File: src/aluPkg.sv
package aluPkg;

    typedef logic [31:0] word_t;
    typedef logic [31:0] addr_t;

    // Rename tag. Zero never names a producer.
    typedef logic [3:0] tag_t;

    typedef enum logic [4:0] {
        LUI,
        AUIPC,
        JAL,
        JALR,
        BEQ,
        BNE,
        BLT,
        BGE,
        BLTU,
        BGEU,
        ADDI,
        SLTI,
        SLTIU,
        XORI,
        ORI,
        ANDI,
        SLLI,
        SRLI,
        SRAI,
        ADD,
        SUB,
        SLL,
        SLT,
        SLTU,
        XOR,
        SRL,
        SRA,
        OR,
        AND
    } aluOp_t;

    // Source operand, either a value or the tag of its pending producer.
    typedef struct packed {
        logic  ready;
        tag_t  tag;
        word_t data;
    } operand_t;

    typedef struct packed {
        aluOp_t   op;
        addr_t    pc;
        word_t    imm;
        tag_t     rd;
        operand_t src1;
        operand_t src2;
    } dispatch_t;

    typedef struct packed {
        aluOp_t op;
        addr_t  pc;
        word_t  imm;
        tag_t   rd;
        word_t  rs1Data;
        word_t  rs2Data;
    } issue_t;

    // Result broadcast. Jump is the branch-taken flag.
    typedef struct packed {
        logic  valid;
        tag_t  tag;
        word_t data;
        logic  jump;
        addr_t target;
    } cdb_t;

endpackage

File: src/aluReservationStation.sv
`timescale 1ns/1ps

module aluReservationStation
    import aluPkg::*;
#(
    parameter int RsDepth = 4
) (
    input  logic      clk,
    input  logic      rst,
    input  logic      rdy,
    input  dispatch_t dispatch,
    input  logic      dispatchValid,
    output logic      dispatchReady,
    input  cdb_t      cdb,
    output issue_t    issue,
    output logic      issueValid
);

    localparam int IdxW = (RsDepth > 1) ? $clog2(RsDepth) : 1;

    logic [RsDepth-1:0] busy;
    dispatch_t          slots [RsDepth];
    logic [RsDepth-1:0] readyVec;
    logic [IdxW-1:0]    issueIdx;
    logic [IdxW-1:0]    freeIdx;
    logic               freeFound;
    logic               accept;
    logic               issueFire;
    dispatch_t          newEntry;

    // Capture a waiting operand when its producer broadcasts.
    function automatic operand_t snoop(operand_t opnd, cdb_t bus);
        operand_t res;
        res = opnd;
        if (!opnd.ready && bus.valid && bus.tag == opnd.tag) begin
            res.ready = 1'b1;
            res.data  = bus.data;
        end
        return res;
    endfunction

    always_comb begin
        for (int i = 0; i < RsDepth; i++) begin
            readyVec[i] = busy[i] && slots[i].src1.ready && slots[i].src2.ready;
        end
    end

    // Lowest ready entry issues.
    always_comb begin
        issueIdx = '0;
        for (int i = RsDepth - 1; i >= 0; i--) begin
            if (readyVec[i]) begin
                issueIdx = IdxW'(i);
            end
        end
    end

    // Lowest free entry takes the next dispatch.
    always_comb begin
        freeIdx   = '0;
        freeFound = 1'b0;
        for (int i = RsDepth - 1; i >= 0; i--) begin
            if (!busy[i]) begin
                freeIdx   = IdxW'(i);
                freeFound = 1'b1;
            end
        end
    end

    // Operands broadcast in the dispatch cycle count as ready.
    always_comb begin
        newEntry      = dispatch;
        newEntry.src1 = snoop(dispatch.src1, cdb);
        newEntry.src2 = snoop(dispatch.src2, cdb);
    end

    assign dispatchReady = freeFound;
    assign accept        = dispatchValid && dispatchReady && rdy;
    assign issueValid    = |readyVec;
    assign issueFire     = issueValid && rdy;

    always_comb begin
        issue.op      = slots[issueIdx].op;
        issue.pc      = slots[issueIdx].pc;
        issue.imm     = slots[issueIdx].imm;
        issue.rd      = slots[issueIdx].rd;
        issue.rs1Data = slots[issueIdx].src1.data;
        issue.rs2Data = slots[issueIdx].src2.data;
    end

    always_ff @(posedge clk) begin
        if (rst) begin
            busy <= '0;
        end else if (rdy) begin
            if (issueFire) begin
                busy[issueIdx] <= 1'b0;
            end
            if (accept) begin
                busy[freeIdx] <= 1'b1;
            end
        end
    end

    always_ff @(posedge clk) begin
        if (rdy) begin
            for (int i = 0; i < RsDepth; i++) begin
                if (busy[i]) begin
                    slots[i].src1 <= snoop(slots[i].src1, cdb);
                    slots[i].src2 <= snoop(slots[i].src2, cdb);
                end
            end
            if (accept) begin
                slots[freeIdx] <= newEntry;
            end
        end
    end

    // An entry leaves only when it is occupied and both operands are in.
    issueReadyCheck: assert property (
        @(posedge clk) disable iff (rst)
        issueValid |-> busy[issueIdx] && slots[issueIdx].src1.ready
                       && slots[issueIdx].src2.ready
    );

endmodule

File: src/aluExecute.sv
`timescale 1ns/1ps

module aluExecute
    import aluPkg::*;
(
    input  logic   clk,
    input  logic   rst,
    input  logic   rdy,
    input  issue_t issue,
    input  logic   issueValid,
    output cdb_t   exResult
);

    word_t      rs1;
    word_t      rs2;
    word_t      imm;
    addr_t      pcPlus4;
    addr_t      pcPlusImm;
    logic [4:0] shamtReg;
    logic [4:0] shamtImm;
    logic       taken;
    cdb_t       nextResult;
    cdb_t       resPayload;
    logic       resValid;

    assign rs1       = issue.rs1Data;
    assign rs2       = issue.rs2Data;
    assign imm       = issue.imm;
    assign pcPlus4   = issue.pc + 32'd4;
    assign pcPlusImm = issue.pc + issue.imm;
    assign shamtReg  = rs2[4:0];
    assign shamtImm  = imm[4:0];

    // Branch decision.
    always_comb begin
        case (issue.op)
            BEQ:     taken = (rs1 == rs2);
            BNE:     taken = (rs1 != rs2);
            BLT:     taken = ($signed(rs1) < $signed(rs2));
            BGE:     taken = ($signed(rs1) >= $signed(rs2));
            BLTU:    taken = (rs1 < rs2);
            BGEU:    taken = (rs1 >= rs2);
            default: taken = 1'b0;
        endcase
    end

    always_comb begin
        nextResult       = '0;
        nextResult.valid = issueValid;
        nextResult.tag   = issue.rd;
        case (issue.op)
            LUI:   nextResult.data = imm;
            AUIPC: nextResult.data = pcPlusImm;
            JAL: begin
                nextResult.data   = pcPlus4;
                nextResult.jump   = 1'b1;
                nextResult.target = pcPlusImm;
            end
            JALR: begin
                nextResult.data   = pcPlus4;
                nextResult.jump   = 1'b1;
                nextResult.target = (rs1 + imm) & ~32'd1;
            end
            BEQ, BNE, BLT, BGE, BLTU, BGEU: begin
                nextResult.jump   = taken;
                nextResult.target = taken ? pcPlusImm : pcPlus4;
            end
            ADDI:  nextResult.data = rs1 + imm;
            SLTI:  nextResult.data = word_t'($signed(rs1) < $signed(imm));
            SLTIU: nextResult.data = word_t'(rs1 < imm);
            XORI:  nextResult.data = rs1 ^ imm;
            ORI:   nextResult.data = rs1 | imm;
            ANDI:  nextResult.data = rs1 & imm;
            SLLI:  nextResult.data = rs1 << shamtImm;
            SRLI:  nextResult.data = rs1 >> shamtImm;
            SRAI:  nextResult.data = word_t'($signed(rs1) >>> shamtImm);
            ADD:   nextResult.data = rs1 + rs2;
            SUB:   nextResult.data = rs1 - rs2;
            SLL:   nextResult.data = rs1 << shamtReg;
            SLT:   nextResult.data = word_t'($signed(rs1) < $signed(rs2));
            SLTU:  nextResult.data = word_t'(rs1 < rs2);
            XOR:   nextResult.data = rs1 ^ rs2;
            SRL:   nextResult.data = rs1 >> shamtReg;
            SRA:   nextResult.data = word_t'($signed(rs1) >>> shamtReg);
            OR:    nextResult.data = rs1 | rs2;
            AND:   nextResult.data = rs1 & rs2;
            default: ;
        endcase
    end

    always_ff @(posedge clk) begin
        if (rst) begin
            resValid <= 1'b0;
        end else if (rdy) begin
            resValid <= issueValid;
        end
    end

    always_ff @(posedge clk) begin
        if (rdy && issueValid) begin
            resPayload <= nextResult;
        end
    end

    always_comb begin
        exResult       = resPayload;
        exResult.valid = resValid;
    end

    // The station frees an entry on issue, so one tag never executes twice in a row.
    tagRepeatCheck: assert property (
        @(posedge clk) disable iff (rst)
        exResult.valid && rdy |=> !exResult.valid || exResult.tag != $past(exResult.tag)
    );

endmodule

File: src/cdbArbiter.sv
`timescale 1ns/1ps

module cdbArbiter
    import aluPkg::*;
(
    input  logic clk,
    input  logic rst,
    input  logic rdy,
    input  cdb_t exResult,
    input  cdb_t load,
    output logic loadReady,
    output cdb_t cdb
);

    logic cdbValid;
    cdb_t cdbPayload;
    logic loadWin;

    // ALU always wins. A load waits upstream.
    assign loadReady = !exResult.valid;
    assign loadWin   = load.valid && loadReady;

    always_ff @(posedge clk) begin
        if (rst) begin
            cdbValid <= 1'b0;
        end else if (rdy) begin
            cdbValid <= exResult.valid || loadWin;
        end
    end

    always_ff @(posedge clk) begin
        if (rdy) begin
            if (exResult.valid) begin
                cdbPayload <= exResult;
            end else if (loadWin) begin
                cdbPayload      <= load;
                cdbPayload.jump <= 1'b0;
            end
        end
    end

    always_comb begin
        cdb       = cdbPayload;
        cdb.valid = cdbValid;
    end

    // Tag zero is reserved.
    cdbTagCheck: assert property (
        @(posedge clk) disable iff (rst)
        cdb.valid |-> cdb.tag != '0
    );

endmodule

File: src/aluCluster.sv
`timescale 1ns/1ps

module aluCluster
    import aluPkg::*;
#(
    parameter int RsDepth = 4
) (
    input  logic      clk,
    input  logic      rst,
    input  logic      rdy,
    input  dispatch_t dispatch,
    input  logic      dispatchValid,
    output logic      dispatchReady,
    input  cdb_t      load,
    output logic      loadReady,
    output cdb_t      cdb
);

    issue_t issue;
    logic   issueValid;
    cdb_t   exResult;

    // The station snoops the same registered bus the cluster drives.
    aluReservationStation #(
        .RsDepth(RsDepth)
    ) rs_i (
        .clk          (clk),
        .rst          (rst),
        .rdy          (rdy),
        .dispatch     (dispatch),
        .dispatchValid(dispatchValid),
        .dispatchReady(dispatchReady),
        .cdb          (cdb),
        .issue        (issue),
        .issueValid   (issueValid)
    );

    aluExecute ex_i (
        .clk       (clk),
        .rst       (rst),
        .rdy       (rdy),
        .issue     (issue),
        .issueValid(issueValid),
        .exResult  (exResult)
    );

    cdbArbiter arb_i (
        .clk      (clk),
        .rst      (rst),
        .rdy      (rdy),
        .exResult (exResult),
        .load     (load),
        .loadReady(loadReady),
        .cdb      (cdb)
    );

endmodule

File: config.mk
export PLATFORM = sky130hd
export DESIGN_NAME = aluCluster
export DESIGN_NICKNAME = d
export VERILOG_FILES = /design/src/aluPkg.sv /design/src/aluReservationStation.sv /design/src/aluExecute.sv /design/src/cdbArbiter.sv /design/src/aluCluster.sv
export SDC_FILE = /design/constraint.sdc
export NUM_CORES = 2
export LEC_CHECK = 0
export ABC_AREA = 0
export ABC_CLOCK_PERIOD_IN_PS = 7600
export BUFFER_PORTS_ARGS = -buffer_cell sky130_fd_sc_hd__buf_2
export CORE_MARGIN = 5
export CORE_UTILIZATION = 42
export CTS_BUF_LIST = sky130_fd_sc_hd__clkbuf_4
export DETAILED_ROUTE_END_ITERATION = 10
export GPL_TIMING_DRIVEN = 0
export PLACE_DENSITY = 0.65
export SYNTH_ARGS = -nofsm -noshare
export SYNTH_HDL_FRONTEND = slang
export SYNTH_HIERARCHICAL = 1
export SYNTH_SLANG_ARGS = --single-unit
File: constraint.sdc
create_clock -name clk -period 7.6 [get_ports clk]
set_input_delay 1.14 -clock clk [delete_from_list [all_inputs] [get_ports clk]]
set_output_delay 1.14 -clock clk [all_outputs]
set_load 0.01 [all_outputs]
==> results.py <==
metrics = {
    "logic_synthesis": {
        "synth_area_per_cell_um2": 11.0,
        "ys_types": 100,
        "yosysMostFrequentCell": "edfxtp_1",
        "synth-seq-area-share_pct": 45.7,
        "synth_top_area_cell": "edfxtp_1",
        "synth_seq_cells": 732,
        "mappedNetlistArea_um2": 48000,
        "ys_top_cells_by_area": "edfxtp_1 (45%), mux2_2 (6.4%), o21ai_0 (4.3%), ha_1 (4.1%), mux4_2 (3.9%)",
        "syn_nets": 4762,
        "synth_cells": 4379,
        "yosys_warnings": 6,
        "synth_top_area_share_pct": 45.4,
        "synth_common_cells": "edfxtp_1 (726), o21ai_0 (413), nand2_1 (410)",
        "ys_async_sr_fraction_pct": 0,
        "ys.flop_type": "edfxtp_1",
        "synth_edf_count": 726,
    },
    "min_path": {
        "worstHoldPathCells": 1,
        "hold_start": "dispatch[78]",
        "hold_class": "in -> reg",
    },
    "grt": {
        "grt_max_degree": 61,
        "overflow": 0,
        "grt_usage_pct": 37.2,
        "grt_first_pass_wirelength_um": 320000,
        "antenna_found_initial": 21,
        "grt_pass1_vias": 41458,
    },
    "worst_setup_path": {
        "reg2reg_from": "rs_i/slots[0][73]",
        "cp_num_cells": 15,
        "critPathLaunch": "rs_i/slots[0][73]",
        "crit_path_end_kind": "flip-flop",
        "crit_path_start_kind": "flip-flop",
        "cp_top_family": "compound AO/OA/AOI/OAI gates",
        "path_max_fanout": 10,
        "criticalPathCategory": "reg -> reg",
        "cp.arrival_ns": 8.69,
        "cp_slowest_stage_delay_ns": 0.88,
        "critPathSlowestCell": "o21ai_1",
        "path_cells": "nand3_1 > clkbuf_1 > o21ai_0 > o21ai_1 > buf_2 > buf_1 > a211oi_1 > clkbuf_1 > clkbuf_1 > a22oi_1 > o2111ai_1 > a31oi_1 > o211ai_1 > a21oi_1 > o211ai_1",
        "rr_worst_depth": 15,
        "required_ns": 8.35,
        "cp_common_cell": "clkbuf_1",
        "critPathBufInv": 5,
    },
    "sta": {
        "worst_slew_pin_slew_ns": 1.65,
        "finalHoldWorstSlack_ns": 0.196,
        "finalCriticalPeriod_ns": 7.94,
        "finalCritPeriodShare_pct": 104,
        "clock_skew_ns": 0.110,
        "layout_setup_ws_ns": -0.338,
        "slew_viol_final": 11,
        "max_clock_freq_mhz": 126,
        "slew_headroom_pct": -11.0,
        "finalHoldViolations": 0,
        "setup_viol": 34,
        "grt_setup_unrepaired": "yes",
    },
    "routing": {
        "drt-total-wl_um": 234000,
        "wl_met2_um": 101000,
        "top_layer_used": "met5",
        "met3_length_um": 26600,
        "wire_per_inst_um": 35.5,
        "initialDrtViolationCount": 5898,
        "drt_first_pass_iters": 9,
        "viasPerCell": 6.64,
        "routed-via-count": 43657,
        "drc_errors": 0,
        "ant_nets": 0,
        "wl_met1_um": 90700,
    },
    "layout": {
        "final_nets": 5315,
        "final_util_pct": 48.4,
        "drive_gt1_share_pct": 25.6,
        "nFillCells": 10605,
        "multi_input_area_um2": 24500,
        "regArea_um2": 21900,
        "finalNonFillerCells": 6573,
        "area_growth_pct": 15.0,
    },
    "placement": {
        "place_congestion": 1.10,
        "dp_hpwl_um": 182000,
        "io_buffers": 291,
        "dpl_worst_slack_ns": -1.42,
        "dpl.cell_count": 6257,
    },
    "clock_network": {
        "cts_buffers": 186,
        "clk_latency_ns": 1.17,
        "cts.clk_slew.worst_paths_ns": 0.06,
        "post_cts_buffers": 0,
        "hold_buffers": 0,
        "cts_tree": "done",
        "cts_buffer_depth": 3,
        "clock-sinks": 732,
        "cts_root_buffer": "clkbuf_4",
        "htreeDepth": 4,
    },
    "floorplan": {
        "core_um2": 114000,
        "ioPinCount": 293,
        "rows": 124,
        "initial_core_util_pct": 42.1,
        "dieArea_um2": 121000,
        "die_h_um": 348,
        "die_w_um": 348,
    },
    "power_and_ir_drop": {
        "power_leakage_nw": 20.3,
        "vdd_ir_drop_max_mv": 0.169,
        "powerDensity_nw_per_um2": 183,
    },
    "status": {
        "violations": "max-capacitance violations, max-slew violations, negative setup slack",
        "status": "finished, violations left",
    },
    "flow_run": {
        "cap_violations": 3,
    },
}
-- flip-flops by register name, summed over array words and instances, names as in the netlist --
register / cells
rs_i/slots: 588
arb_i/cdb: 69
ex_i/exResult: 69
rs_i/busy: 4
arb_i/cdbValid: 1
ex_i/resValid: 1
-- layout by cell type, fill, tap and decap left out, types with 33 or more instances in the layout --
cell and instances:
nand3_1 91, mux2_2 272, buf_2 356, a21oi_1 221
a221o_1 33, mux4_2 84, a221oi_1 180, xnor2_1 106
o21ai_1 47, nand4_1 44, o21ai_2 37, mux2i_1 113
nand2_1 408, a22oi_1 37, edfxtp_1 726, clkbuf_4 260
mux2_4 68, xor2_1 62, o21ai_0 334, nor3_1 59
inv_1 133, o211ai_1 46, nor2_1 200, clkbuf_1 208
ha_1 158, a21o_1 47
-- logic make-up after synthesis --
logic type,Yosys count,synth area share [%]
AO/OA/AOI/OAI,1319,18.4
AND/OR/NAND/NOR,986,9.48
flip-flops,732,45.7
multiplexers,541,14.9
buffers and inverters,471,4.21
XOR/XNOR,168,3.07
adder cells (fa/ha/maj),162,4.29
-- power by group --
group          internal (W)  switching [W]  total [W]  leakage (nW)
Clock               0.00160        0.00161    0.00321          1.31
Combinational      0.000753        0.00152    0.00228          12.3
Sequential          0.00454      0.0000427    0.00458          6.68
-- layer usage --
metal | global-route usage (%) | up-vias
li1 | - | 18277
met1 | 48.9 | 21760
met2 | 55.2 | 2963
met3 | 10.7 | 647
met4 | 20.8 | 10
met5 | 0.746 | -
-- final timing paths --
kind | end | slack, ns
min | rs_i/slots[3][78] | 0.20
max | ex_i/exResult[53] | -0.34
min reg2reg | ex_i/resValid | 0.50
max reg2reg | ex_i/exResult[53] | -0.34
-- stage by stage --
| step | cell area (um2) | TNS [ns] | power [W] |
|---|---|---|---|
| after global routing | 55100 | -0.0300 | 0.0104 |
| after CTS | 55000 | 0 | 0.0100 |
| after floorplan | 48000 | 0 | 0.00590 |
| final | 55200 | -2.77 | 0.0101 |
| after detailed placement | 52700 | -41.46 | 0.00682 |
| after global placement | 51300 | -157.06 | 0.00677 |
-- cell type report --
cell class / count / share of cell area (%)
timing repair buffer: 366 / 4.62
clock buffer: 258 / 3.51
antenna: 16 / 0.0726
multi-input combinational: 3176 / 44.4
buffer: 330 / 2.78
tap: 1512 / 3.43
inverter: 140 / 0.971
clock inverter: 43 / 0.483
sequential: 732 / 39.7
-- repair_timing --
item / CTS / global route
endpoints found under the setup margin: 63 / 55
gates resized for setup: 41 / 64
cloned: 0 / 0
Note: power is estimated with default switching activity, not from simulation.
